--- config.mk ---
export PLATFORM = sky130hd
export DESIGN_NAME = rename_core_top
export DESIGN_NICKNAME = d
export VERILOG_FILES = /design/src/hw/rename_pkg.sv /design/src/hw/reg_status_file.sv /design/src/hw/reorder_buffer.sv /design/src/hw/dispatch_unit.sv /design/src/hw/rename_csr.sv /design/src/hw/rename_core_top.sv
export SDC_FILE = /design/constraint.sdc
export NUM_CORES = 2
export LEC_CHECK = 0
export BUFFER_PORTS_ARGS = -buffer_cell sky130_fd_sc_hd__buf_2
export CORE_ASPECT_RATIO = 1.1
export CORE_MARGIN = 4
export CORE_UTILIZATION = 29
export CTS_BUF_LIST = sky130_fd_sc_hd__clkbuf_16
export CTS_CLUSTER_DIAMETER = 150
export DETAILED_ROUTE_END_ITERATION = 7
export GPL_ROUTABILITY_DRIVEN = 0
export SKIP_LAST_GASP = 1
export SLEW_MARGIN = 10
export SYNTH_ARGS = -nofsm -noshare
export SYNTH_HDL_FRONTEND = slang
export SYNTH_HIERARCHICAL = 1
export SYNTH_SLANG_ARGS = --single-unit
--- constraint.sdc ---
create_clock -name clk -period 15.65 [get_ports clk]
set_input_delay 0 -clock clk [delete_from_list [all_inputs] [get_ports clk]]
set_output_delay 0 -clock clk [all_outputs]
set_load 0.02 [all_outputs]
--- src/hw/rename_pkg.sv ---
`default_nettype none

package rename_pkg;

    localparam int NUM_REGS   = 32;
    localparam int REG_W      = 5;
    localparam int ROB_DEPTH  = 8;
    localparam int ROB_ID_W   = 4;
    localparam int ROB_PTR_W  = $clog2(ROB_DEPTH);
    localparam int DATA_W     = 32;
    localparam int APB_ADDR_W = 12;

    typedef logic [REG_W-1:0]      reg_idx_t;
    typedef logic [ROB_ID_W-1:0]   rob_id_t;
    typedef logic [DATA_W-1:0]     data_t;
    typedef logic [APB_ADDR_W-1:0] apb_addr_t;

    // register 0 is hardwired to zero
    localparam reg_idx_t ZERO_REG = '0;
    // tag k names rob slot k-1
    localparam rob_id_t  NO_TAG   = '0;

    localparam apb_addr_t CSR_CTRL_ADDR    = 12'h000;
    localparam apb_addr_t CSR_STATUS_ADDR  = 12'h004;
    localparam apb_addr_t CSR_COMMITS_ADDR = 12'h008;

endpackage

`default_nettype wire

--- src/hw/reg_status_file.sv ---
`default_nettype none
`timescale 1ns/100ps

module reg_status_file (
    input  wire                 clk,
    input  wire                 rst_n,
    input  wire                 flush,

    // read ports
    input  rename_pkg::reg_idx_t rs1,
    input  rename_pkg::reg_idx_t rs2,
    output rename_pkg::data_t    v1,
    output rename_pkg::data_t    v2,
    output rename_pkg::rob_id_t  q1,
    output rename_pkg::rob_id_t  q2,

    // allocation from dispatch
    input  wire                  alloc_en,
    input  rename_pkg::reg_idx_t alloc_rd,
    input  rename_pkg::rob_id_t  alloc_tag,

    // commit from rob
    input  wire                  cmt_valid,
    input  rename_pkg::reg_idx_t cmt_rd,
    input  rename_pkg::rob_id_t  cmt_tag,
    input  rename_pkg::data_t    cmt_value
);

    import rename_pkg::*;

    data_t   values [NUM_REGS];
    rob_id_t tags   [NUM_REGS];
    logic    tag_in_use;

    assign v1 = values[rs1];
    assign v2 = values[rs2];
    assign q1 = tags[rs1];
    assign q2 = tags[rs2];

    always_ff @(posedge clk) begin
        if (!rst_n) begin
            for (int i = 0; i < NUM_REGS; i++) begin
                values[i] <= '0;
                tags[i]   <= NO_TAG;
            end
        end else begin
            if (cmt_valid && cmt_rd != ZERO_REG) begin
                values[cmt_rd] <= cmt_value;
                // a younger producer keeps its tag
                if (tags[cmt_rd] == cmt_tag) begin
                    tags[cmt_rd] <= NO_TAG;
                end
            end

            // flush overrides alloc and alloc overrides the commit clear
            if (flush) begin
                for (int i = 0; i < NUM_REGS; i++) begin
                    tags[i] <= NO_TAG;
                end
            end else if (alloc_en && alloc_rd != ZERO_REG) begin
                tags[alloc_rd] <= alloc_tag;
            end
        end
    end

    // a reused tag must have left every register
    always_comb begin
        tag_in_use = 1'b0;
        for (int i = 0; i < NUM_REGS; i++) begin
            if (tags[i] == alloc_tag) begin
                tag_in_use = 1'b1;
            end
        end
    end

    a_alloc_tag_free: assert property (
        @(posedge clk) disable iff (!rst_n)
        alloc_en |-> !tag_in_use
    ) else $error("allocated tag is still held by a register");

endmodule

`default_nettype wire

--- src/hw/reorder_buffer.sv ---
`default_nettype none
`timescale 1ns/100ps

module reorder_buffer (
    input  wire                  clk,
    input  wire                  rst_n,
    input  wire                  flush,

    // allocation
    input  wire                  alloc_en,
    input  rename_pkg::reg_idx_t alloc_rd,
    output rename_pkg::rob_id_t  alloc_tag,
    output logic                 full,
    output rename_pkg::rob_id_t  occupancy,

    // completion bus
    input  wire                  cdb_valid,
    input  rename_pkg::rob_id_t  cdb_tag,
    input  rename_pkg::data_t    cdb_value,

    // operand lookup
    input  rename_pkg::rob_id_t  lk_tag1,
    input  rename_pkg::rob_id_t  lk_tag2,
    output logic                 lk_done1,
    output rename_pkg::data_t    lk_value1,
    output logic                 lk_done2,
    output rename_pkg::data_t    lk_value2,

    // commit
    output logic                 cmt_valid,
    output rename_pkg::reg_idx_t cmt_rd,
    output rename_pkg::rob_id_t  cmt_tag,
    output rename_pkg::data_t    cmt_value
);

    import rename_pkg::*;

    logic                 busy        [ROB_DEPTH];
    logic                 done        [ROB_DEPTH];
    reg_idx_t             entry_rd    [ROB_DEPTH];
    data_t                entry_value [ROB_DEPTH];

    logic [ROB_PTR_W-1:0] head;
    logic [ROB_PTR_W-1:0] tail;
    rob_id_t              count;

    logic [ROB_PTR_W-1:0] cdb_slot;
    logic [ROB_PTR_W-1:0] lk_slot1;
    logic [ROB_PTR_W-1:0] lk_slot2;
    logic                 cmt_fire;

    function automatic logic [ROB_PTR_W-1:0] tag_slot(input rob_id_t tag);
        rob_id_t idx;
        idx = tag - rob_id_t'(1);
        return idx[ROB_PTR_W-1:0];
    endfunction

    assign alloc_tag = rob_id_t'(tail) + rob_id_t'(1);
    assign full      = (count == rob_id_t'(ROB_DEPTH));
    assign occupancy = count;

    assign cdb_slot = tag_slot(cdb_tag);
    assign lk_slot1 = tag_slot(lk_tag1);
    assign lk_slot2 = tag_slot(lk_tag2);

    assign lk_done1  = (lk_tag1 != NO_TAG) && busy[lk_slot1] && done[lk_slot1];
    assign lk_value1 = entry_value[lk_slot1];
    assign lk_done2  = (lk_tag2 != NO_TAG) && busy[lk_slot2] && done[lk_slot2];
    assign lk_value2 = entry_value[lk_slot2];

    // in-order retire from the head
    assign cmt_fire  = busy[head] && done[head] && !flush;
    assign cmt_valid = cmt_fire;
    assign cmt_rd    = entry_rd[head];
    assign cmt_tag   = rob_id_t'(head) + rob_id_t'(1);
    assign cmt_value = entry_value[head];

    always_ff @(posedge clk) begin
        if (!rst_n || flush) begin
            head  <= '0;
            tail  <= '0;
            count <= '0;
            for (int i = 0; i < ROB_DEPTH; i++) begin
                busy[i] <= 1'b0;
                done[i] <= 1'b0;
            end
        end else begin
            if (cdb_valid) begin
                done[cdb_slot] <= 1'b1;
            end
            if (cmt_fire) begin
                busy[head] <= 1'b0;
                head       <= head + 1'b1;
            end
            // tail slot is free here, so no clash with the head pop
            if (alloc_en) begin
                busy[tail] <= 1'b1;
                done[tail] <= 1'b0;
                tail       <= tail + 1'b1;
            end
            count <= count + rob_id_t'(alloc_en) - rob_id_t'(cmt_fire);
        end
    end

    always_ff @(posedge clk) begin
        if (alloc_en) begin
            entry_rd[tail] <= alloc_rd;
        end
        if (cdb_valid && !flush) begin
            entry_value[cdb_slot] <= cdb_value;
        end
    end

    a_cdb_to_busy: assert property (
        @(posedge clk) disable iff (!rst_n)
        cdb_valid |-> (cdb_tag != NO_TAG && busy[cdb_slot] && !done[cdb_slot])
    ) else $error("completion for a tag that is not in flight");

    // dispatch must honour full
    a_no_alloc_full: assert property (
        @(posedge clk) disable iff (!rst_n)
        alloc_en |-> !full
    ) else $error("allocation while rob is full");

endmodule

`default_nettype wire

--- src/hw/dispatch_unit.sv ---
`default_nettype none
`timescale 1ns/100ps

module dispatch_unit (
    input  wire                  clk,
    input  wire                  rst_n,

    // decoded instruction
    input  wire                  dsp_valid,
    output logic                 dsp_ready,
    input  rename_pkg::reg_idx_t dsp_rd,
    input  rename_pkg::reg_idx_t dsp_rs1,
    input  rename_pkg::reg_idx_t dsp_rs2,

    input  wire                  enable,
    input  wire                  flush,
    input  wire                  rob_full,

    // register status read
    input  rename_pkg::data_t    rf_v1,
    input  rename_pkg::data_t    rf_v2,
    input  rename_pkg::rob_id_t  rf_q1,
    input  rename_pkg::rob_id_t  rf_q2,

    // rob lookup
    output rename_pkg::rob_id_t  lk_tag1,
    output rename_pkg::rob_id_t  lk_tag2,
    input  wire                  lk_done1,
    input  rename_pkg::data_t    lk_value1,
    input  wire                  lk_done2,
    input  rename_pkg::data_t    lk_value2,

    // same-cycle completion bypass
    input  wire                  cdb_valid,
    input  rename_pkg::rob_id_t  cdb_tag,
    input  rename_pkg::data_t    cdb_value,

    // allocation
    input  rename_pkg::rob_id_t  free_tag,
    output logic                 alloc_en,
    output rename_pkg::reg_idx_t alloc_rd,
    output rename_pkg::rob_id_t  alloc_tag,

    // issue packet
    output logic                 iss_valid,
    output rename_pkg::rob_id_t  iss_tag,
    output rename_pkg::data_t    iss_v1,
    output rename_pkg::rob_id_t  iss_q1,
    output rename_pkg::data_t    iss_v2,
    output rename_pkg::rob_id_t  iss_q2
);

    import rename_pkg::*;

    logic    accept;
    data_t   res_v1;
    data_t   res_v2;
    rob_id_t res_q1;
    rob_id_t res_q2;

    // rf value, then rob result, then cdb, else wait on the tag
    function automatic void resolve(
        input  rob_id_t q,
        input  data_t   rf_v,
        input  logic    rob_done,
        input  data_t   rob_v,
        input  logic    bus_valid,
        input  rob_id_t bus_tag,
        input  data_t   bus_v,
        output data_t   val,
        output rob_id_t tag
    );
        val = '0;
        tag = NO_TAG;
        if (q == NO_TAG) begin
            val = rf_v;
        end else if (rob_done) begin
            val = rob_v;
        end else if (bus_valid && bus_tag == q) begin
            val = bus_v;
        end else begin
            tag = q;
        end
    endfunction

    assign dsp_ready = enable && !flush && !rob_full;
    assign accept    = dsp_valid && dsp_ready;

    assign alloc_en  = accept;
    assign alloc_rd  = dsp_rd;
    assign alloc_tag = free_tag;

    assign lk_tag1 = rf_q1;
    assign lk_tag2 = rf_q2;

    always_comb begin
        resolve(rf_q1, rf_v1, lk_done1, lk_value1, cdb_valid, cdb_tag, cdb_value,
                res_v1, res_q1);
        resolve(rf_q2, rf_v2, lk_done2, lk_value2, cdb_valid, cdb_tag, cdb_value,
                res_v2, res_q2);
    end

    always_ff @(posedge clk) begin
        if (!rst_n) begin
            iss_valid <= 1'b0;
        end else begin
            iss_valid <= accept;
        end
    end

    always_ff @(posedge clk) begin
        if (accept) begin
            iss_tag <= free_tag;
            iss_v1  <= res_v1;
            iss_q1  <= res_q1;
            iss_v2  <= res_v2;
            iss_q2  <= res_q2;
        end
    end

endmodule

`default_nettype wire

--- src/hw/rename_csr.sv ---
`default_nettype none
`timescale 1ns/100ps

module rename_csr (
    input  wire                   clk,
    input  wire                   rst_n,

    // apb slave
    input  wire                   psel,
    input  wire                   penable,
    input  wire                   pwrite,
    input  rename_pkg::apb_addr_t paddr,
    input  rename_pkg::data_t     pwdata,
    output rename_pkg::data_t     prdata,
    output logic                  pready,
    output logic                  pslverr,

    // core side
    input  wire                   commit_pulse,
    input  rename_pkg::rob_id_t   occupancy,
    output logic                  core_enable,
    output logic                  flush
);

    import rename_pkg::*;

    logic  access;
    logic  addr_hit;
    logic  wr_en;
    data_t commit_cnt;

    assign access   = psel && penable;
    assign addr_hit = (paddr == CSR_CTRL_ADDR) || (paddr == CSR_STATUS_ADDR) ||
                      (paddr == CSR_COMMITS_ADDR);
    assign wr_en    = access && pwrite && addr_hit;

    // zero wait states
    assign pready  = 1'b1;
    assign pslverr = access && !addr_hit;

    always_comb begin
        case (paddr)
            CSR_CTRL_ADDR:    prdata = data_t'(core_enable);
            CSR_STATUS_ADDR:  prdata = data_t'(occupancy);
            CSR_COMMITS_ADDR: prdata = commit_cnt;
            default:          prdata = '0;
        endcase
    end

    always_ff @(posedge clk) begin
        if (!rst_n) begin
            core_enable <= 1'b0;
            flush       <= 1'b0;
        end else begin
            // flush bit is write-one, never stored
            flush <= wr_en && (paddr == CSR_CTRL_ADDR) && pwdata[1];
            if (wr_en && paddr == CSR_CTRL_ADDR) begin
                core_enable <= pwdata[0];
            end
        end
    end

    always_ff @(posedge clk) begin
        if (!rst_n) begin
            commit_cnt <= '0;
        end else if (wr_en && paddr == CSR_COMMITS_ADDR) begin
            commit_cnt <= '0;
        end else if (commit_pulse) begin
            commit_cnt <= commit_cnt + 1'b1;
        end
    end

    // error only in an access phase that followed a proper setup phase
    a_slverr_access: assert property (
        @(posedge clk) disable iff (!rst_n)
        pslverr |-> (penable && $past(psel && !penable))
    ) else $error("pslverr outside an apb access phase");

endmodule

`default_nettype wire

--- src/hw/rename_core_top.sv ---
`default_nettype none
`timescale 1ns/100ps

module rename_core_top (
    input  wire                   clk,
    input  wire                   rst_n,

    // apb
    input  wire                   psel,
    input  wire                   penable,
    input  wire                   pwrite,
    input  rename_pkg::apb_addr_t paddr,
    input  rename_pkg::data_t     pwdata,
    output rename_pkg::data_t     prdata,
    output logic                  pready,
    output logic                  pslverr,

    // dispatch
    input  wire                   dsp_valid,
    output logic                  dsp_ready,
    input  rename_pkg::reg_idx_t  dsp_rd,
    input  rename_pkg::reg_idx_t  dsp_rs1,
    input  rename_pkg::reg_idx_t  dsp_rs2,

    // issue
    output logic                  iss_valid,
    output rename_pkg::rob_id_t   iss_tag,
    output rename_pkg::data_t     iss_v1,
    output rename_pkg::rob_id_t   iss_q1,
    output rename_pkg::data_t     iss_v2,
    output rename_pkg::rob_id_t   iss_q2,

    // completion bus
    input  wire                   cdb_valid,
    input  rename_pkg::rob_id_t   cdb_tag,
    input  rename_pkg::data_t     cdb_value,

    // commit trace
    output logic                  cmt_valid,
    output rename_pkg::reg_idx_t  cmt_rd,
    output rename_pkg::rob_id_t   cmt_tag,
    output rename_pkg::data_t     cmt_value
);

    import rename_pkg::*;

    logic     core_enable;
    logic     flush;
    rob_id_t  occupancy;
    logic     rob_full;
    rob_id_t  free_tag;

    logic     alloc_en;
    reg_idx_t alloc_rd;
    rob_id_t  alloc_tag;

    data_t    rf_v1;
    data_t    rf_v2;
    rob_id_t  rf_q1;
    rob_id_t  rf_q2;

    rob_id_t  lk_tag1;
    rob_id_t  lk_tag2;
    logic     lk_done1;
    logic     lk_done2;
    data_t    lk_value1;
    data_t    lk_value2;

    rename_csr u_csr (
        .clk          (clk),
        .rst_n        (rst_n),
        .psel         (psel),
        .penable      (penable),
        .pwrite       (pwrite),
        .paddr        (paddr),
        .pwdata       (pwdata),
        .prdata       (prdata),
        .pready       (pready),
        .pslverr      (pslverr),
        .commit_pulse (cmt_valid),
        .occupancy    (occupancy),
        .core_enable  (core_enable),
        .flush        (flush)
    );

    dispatch_unit u_dispatch (
        .clk       (clk),
        .rst_n     (rst_n),
        .dsp_valid (dsp_valid),
        .dsp_ready (dsp_ready),
        .dsp_rd    (dsp_rd),
        .dsp_rs1   (dsp_rs1),
        .dsp_rs2   (dsp_rs2),
        .enable    (core_enable),
        .flush     (flush),
        .rob_full  (rob_full),
        .rf_v1     (rf_v1),
        .rf_v2     (rf_v2),
        .rf_q1     (rf_q1),
        .rf_q2     (rf_q2),
        .lk_tag1   (lk_tag1),
        .lk_tag2   (lk_tag2),
        .lk_done1  (lk_done1),
        .lk_value1 (lk_value1),
        .lk_done2  (lk_done2),
        .lk_value2 (lk_value2),
        .cdb_valid (cdb_valid),
        .cdb_tag   (cdb_tag),
        .cdb_value (cdb_value),
        .free_tag  (free_tag),
        .alloc_en  (alloc_en),
        .alloc_rd  (alloc_rd),
        .alloc_tag (alloc_tag),
        .iss_valid (iss_valid),
        .iss_tag   (iss_tag),
        .iss_v1    (iss_v1),
        .iss_q1    (iss_q1),
        .iss_v2    (iss_v2),
        .iss_q2    (iss_q2)
    );

    // source indices go straight to the read ports
    reg_status_file u_rsf (
        .clk       (clk),
        .rst_n     (rst_n),
        .flush     (flush),
        .rs1       (dsp_rs1),
        .rs2       (dsp_rs2),
        .v1        (rf_v1),
        .v2        (rf_v2),
        .q1        (rf_q1),
        .q2        (rf_q2),
        .alloc_en  (alloc_en),
        .alloc_rd  (alloc_rd),
        .alloc_tag (alloc_tag),
        .cmt_valid (cmt_valid),
        .cmt_rd    (cmt_rd),
        .cmt_tag   (cmt_tag),
        .cmt_value (cmt_value)
    );

    reorder_buffer u_rob (
        .clk       (clk),
        .rst_n     (rst_n),
        .flush     (flush),
        .alloc_en  (alloc_en),
        .alloc_rd  (alloc_rd),
        .alloc_tag (free_tag),
        .full      (rob_full),
        .occupancy (occupancy),
        .cdb_valid (cdb_valid),
        .cdb_tag   (cdb_tag),
        .cdb_value (cdb_value),
        .lk_tag1   (lk_tag1),
        .lk_tag2   (lk_tag2),
        .lk_done1  (lk_done1),
        .lk_value1 (lk_value1),
        .lk_done2  (lk_done2),
        .lk_value2 (lk_value2),
        .cmt_valid (cmt_valid),
        .cmt_rd    (cmt_rd),
        .cmt_tag   (cmt_tag),
        .cmt_value (cmt_value)
    );

endmodule

`default_nettype wire

==> results.txt <==
----------------------------------------------------
[Run status]
  Result of the run ... complete, no violations

[Yosys]
  Synthesized cell area ... just under 0.09 mm²
  Most frequent cells after synthesis ... 1,524 x sky130_fd_sc_hd__edfxtp_1, 1,065 x sky130_fd_sc_hd__and2_1, 889 x sky130_fd_sc_hd__mux4_2
  Yosys top cell by area ... sky130_fd_sc_hd__edfxtp_1
  Netlist cell types ... roughly 80
  Cells after Synth ... roughly 5,300
  Syn_area_per_cell ... between 15 and 20 µm²
  Share of the yosys chip area belonging to registers ... between 50 and 60%
  Warnings, synthesis ... 6
  Number of enable flip-flop cells after synthesis ... about 1,500
  Cells taking the most area after synthesis ... sky130_fd_sc_hd__edfxtp_1 53%, sky130_fd_sc_hd__mux4_2 23%, sky130_fd_sc_hd__and2_1 7.7%
  Post-synthesis register bit count ... roughly 1,600
  Ys async rst share ... 0%
  Most frequently used cell type in the post-synthesis netlist ... sky130_fd_sc_hd__edfxtp_1
  Dominant register cell in the synthesized netlist ... sky130_fd_sc_hd__edfxtp_1
  Top cell type's share of synthesized area ... ~53%

[STA]
  Unrepaired setup endpoints after global routing ... no
  Hold violation total from the final report ... 0
  Slew of the pin with the lowest slew margin ... 1230 ps
  Min Tclk post-route ... slightly above 6000 ps
  Final Cycle Share ... roughly 40%
  Fin Setup TNS ... 0 ps
  Highest attainable clock frequency ... between 150 and 200 MHz
  Relative slew slack ... between 10% and 20%
  Final Slew Violations ... 0
  Final setup fails ... 0
  Post-route clock skew ... 36.1 ps

[Routing]
  Length of routed wiring on met1 ... ~110 mm
  Highest routed metal layer ... met5
  Number of violations reported at the end of detailed-routing iteration 0 ... 7,125
  Total via count after detailed routing ... 53,300
  ANT nets after route ... 0
  Wire length per cell after detailed routing ... 30.4 µm
  Wire length on met3 ... roughly 28 mm
  Iteration count of the initial detailed-routing pass ... 5
  Met2 wire length ... 138 mm
  DRC ... 0
  Final Routed Wirelength ... 289 mm
  Post-DR vias/cell ... approximately 5.6

[Cells and area]
  Post-layout net count ... 5,533
  Register area ... between 0.04 and 0.05 mm²
  Share of post-route cells with drive strength above 1 ... about 34%
  Area used by multi-input combinational logic ... 0.0376 mm²
  Fill cell instance count of the final layout ... approximately 28,000
  Design area ... slightly below 0.1 mm²
  Signed area change from the synthesized netlist to the final layout ... 12.9%

[GRT]
  Residual overflow from global routing ... 0
  Initial antenna violation count ... 27
  Number of global-route vias before repair ... 54,800
  Global Route Usage Sum ... between 10% and 20%
  First-pass GRT wire length ... 407 mm
  Pin count of the biggest net entering global routing ... 133

[Power]
  Largest voltage drop on the vdd net ... between 0.0001 and 0.00015 V
  Total design power ... around 0.01 W
  Psw ... between 0.002 and 0.003 W
  Static leakage ... about 33 nW
  Sw Share ... between 20% and 30%
  Clk network pwr share ... 36.9%
  Cell Int Power ... 0.00753 W
  Fraction of power consumed by combinational cells ... ~15%
  Power per cell area ... approximately 100 mW/mm²
  Proportion of power drawn by flip-flops and latches ... between 40% and 50%

[Clock network]
  Clock latency on the worst-skew pair ... around 800 ps
  Clock buffers created by TritonCTS ... 168
  Num Clock Sinks ... between 1,500 and 2,000
  Clock buffer depth ... 3
  Post-CTS setup buffer count ... 0
  Clock Tree Root ... sky130_fd_sc_hd__clkbuf_16
  Clock transition at the registers of the reported paths ... 60 ps
  Level count of the clock H-tree ... 4
  CTS tree ... built

[Floorplanning]
  Die extent in x ... approximately 530 µm
  Initial core utilization ... a little under 30%
  CORE AREA ... roughly 0.3 mm²
  Number of top-level pins ... 256
  Standard-cell rows ... between 200 and 250
  Die boundary height ... approximately 580 µm
  Die Outline Area ... approximately 0.31 mm²

[Placement]
  Port buffer count ... between 200 and 250
  DP Area ... 0.0921 mm²
  HPWL Detailed ... 169 mm

[Critical path]
  Worst path slowest cell ... sky130_fd_sc_hd__buf_4
  Max FO, Critical Path ... between 50 and 60
  Kind of end point of the critical path ... register
  Arrival time of data at the critical path endpoint ... about 6800 ps
  Library cell appearing most often on the critical path ... sky130_fd_sc_hd__buf_4
  Startpoint class of the critical path ... primary input
  Cell-by-cell trace of the critical path ... buf_8 > buf_4 > mux4_2 > mux4_2 > mux2_4 > buf_4 > inv_1 > ha_4 > xor2_4 > buf_4 > mux4_2 > a221oi_4 > buf_4 > buf_4 > o41ai_2 > o21a_1
  Kind of critical path ... primary input to register
  Max incr delay on CP ... approximately 690 ps
  Required time worst endpoint ... ~16,000 ps

[Min path]
  Class of the worst hold path ... primary input to register

[Job]
  Max Cap Viol ... 0

----------------------------------------------------
==> sequential cells by signal, summed over array words and instances, names as in the netlist, 8 cells and up, named ones only <==
signal and count:
u_rob/done 8, u_rob/entry_rd 40, u_csr/commit_cnt 32, u_rsf/values 1024, u_dispatch/iss_v2 32, u_rob/busy 8
u_rob/entry_value 256, u_dispatch/iss_v1 32, u_rsf/tags 128
==> kinds of logic after synthesis <==
kind of cell               synth area share, %
DFF                                       54.3
and+or+nand+nor                           10.7
muxes                                     27.6
buffers and inverters                     3.32
AOI/OAI and AO/OA                         3.61
xor gates and xnor gates                 0.338
adders and majority gates                0.196
other                                  0.00866
==> power groups by stage <==
| stage | Combinational [W] | Sequential (W) | Clock [W] |
|---|---|---|---|
| after CTS | 0.00153 | 0.00488 | 0.00381 |
| after detailed placement | 0.00151 | 0.00497 | 0 |
| after global placement | 0.00150 | 0.00495 | 0 |
| after floorplan | 0.00103 | 0.00495 | 0 |
| final | 0.00153 | 0.00489 | 0.00375 |
| after global routing | 0.00158 | 0.00490 | 0.00399 |
==> placed cells by master (no fill, tap or decap), types with 8 or more instances in the layout <==
cell type / netlist / final
sky130_fd_sc_hd__buf_4: 24 / 142
sky130_fd_sc_hd__diode_2: 0 / 8
sky130_fd_sc_hd__clkinv_2: 0 / 22
sky130_fd_sc_hd__nand2b_1: 14 / 14
sky130_fd_sc_hd__clkbuf_16: 0 / 172
sky130_fd_sc_hd__ha_1: 12 / 10
sky130_fd_sc_hd__and2_1: 1065 / 1062
sky130_fd_sc_hd__or4_1: 18 / 16
sky130_fd_sc_hd__o21ai_0: 38 / 9
sky130_fd_sc_hd__nand3_1: 20 / 18
sky130_fd_sc_hd__xor2_1: 14 / 13
sky130_fd_sc_hd__nor3b_1: 12 / 12
sky130_fd_sc_hd__mux4_1: 55 / 55
sky130_fd_sc_hd__inv_1: 55 / 98
sky130_fd_sc_hd__mux4_2: 889 / 889
sky130_fd_sc_hd__nor2_1: 144 / 111
sky130_fd_sc_hd__dlygate4sd3_1: 0 / 73
sky130_fd_sc_hd__mux2_2: 182 / 180
sky130_fd_sc_hd__a22oi_1: 10 / 10
sky130_fd_sc_hd__nor2_4: 0 / 33
sky130_fd_sc_hd__o31ai_1: 14 / 14
sky130_fd_sc_hd__conb_1: 2 / 37
sky130_fd_sc_hd__a21oi_1: 105 / 105
sky130_fd_sc_hd__nor2b_1: 12 / 12
sky130_fd_sc_hd__nand4_1: 11 / 11
sky130_fd_sc_hd__nor3_1: 20 / 16
sky130_fd_sc_hd__or3_1: 10 / 10
sky130_fd_sc_hd__o21ai_4: 0 / 29
sky130_fd_sc_hd__edfxtp_1: 1524 / 1524
sky130_fd_sc_hd__o31ai_2: 31 / 31
sky130_fd_sc_hd__xnor2_1: 12 / 11
sky130_fd_sc_hd__dfxtp_1: 64 / 61
sky130_fd_sc_hd__and3_1: 97 / 96
sky130_fd_sc_hd__nand2_1: 85 / 84
sky130_fd_sc_hd__clkinv_1: 0 / 49
sky130_fd_sc_hd__o41ai_2: 58 / 58
sky130_fd_sc_hd__o21a_1: 65 / 65
sky130_fd_sc_hd__mux2i_1: 35 / 35
sky130_fd_sc_hd__buf_2: 102 / 215
==> final timing paths <==
path	from	depth (start not counted)	end	slack, ps
max	dsp_rs2[0]	16	u_dispatch/iss_v2[16]	9430
min	cdb_value[30]	2	u_rob/entry_value[5][30]	50
max reg2reg	u_rsf/tags[19][0]	14	u_dispatch/iss_v2[16]	9650
min reg2reg	u_csr/commit_cnt[31]	2	u_csr/commit_cnt[31]	480
==> cell type report <==
class	count	area share, %
antenna	8	0.0205
clock buffer	172	4.40
clock inverter	131	0.734
inverter	55	0.211
multi-input combinational	3166	38.4
sequential	1588	48.1
tap	3922	5.02
timing repair buffer	439	3.08
==> critical path: cells and delay by family <==
family                     cells  cell delay, ps
AOI/OAI and AO/OA              3             820
buffers and inverters          7            3250
adders and majority gates      1             180
muxes                          4            2060
xor gates and xnor gates       1             130
==> timing repair <==
item / in CTS / in global routing
gates resized for setup: 0 / 0
hold buffers: 73 / 0
hold endpoints to repair: 496 / 0
==> through the flow <==
stage	setup WS (ps)	hold WS, ps	util, %	instances
after floorplan	10140	98.9	-	5370
after global placement	8470	253	31.0	9097
after detailed placement	8460	263	31.0	9097
after CTS	9340	4.25	32.9	9473
after global routing	9050	22.5	32.9	9474
final	9430	50.7	32.9	9481
==> metal layers <==
layer / GRT usage, % / vias up
met5: 0 / -
met4: 7.60 / 8
met3: 3.31 / 559
met2: 29.8 / 3162
met1: 24.2 / 28200
li1: - / 21400
Note: power is estimated with default switching activity, not from simulation.
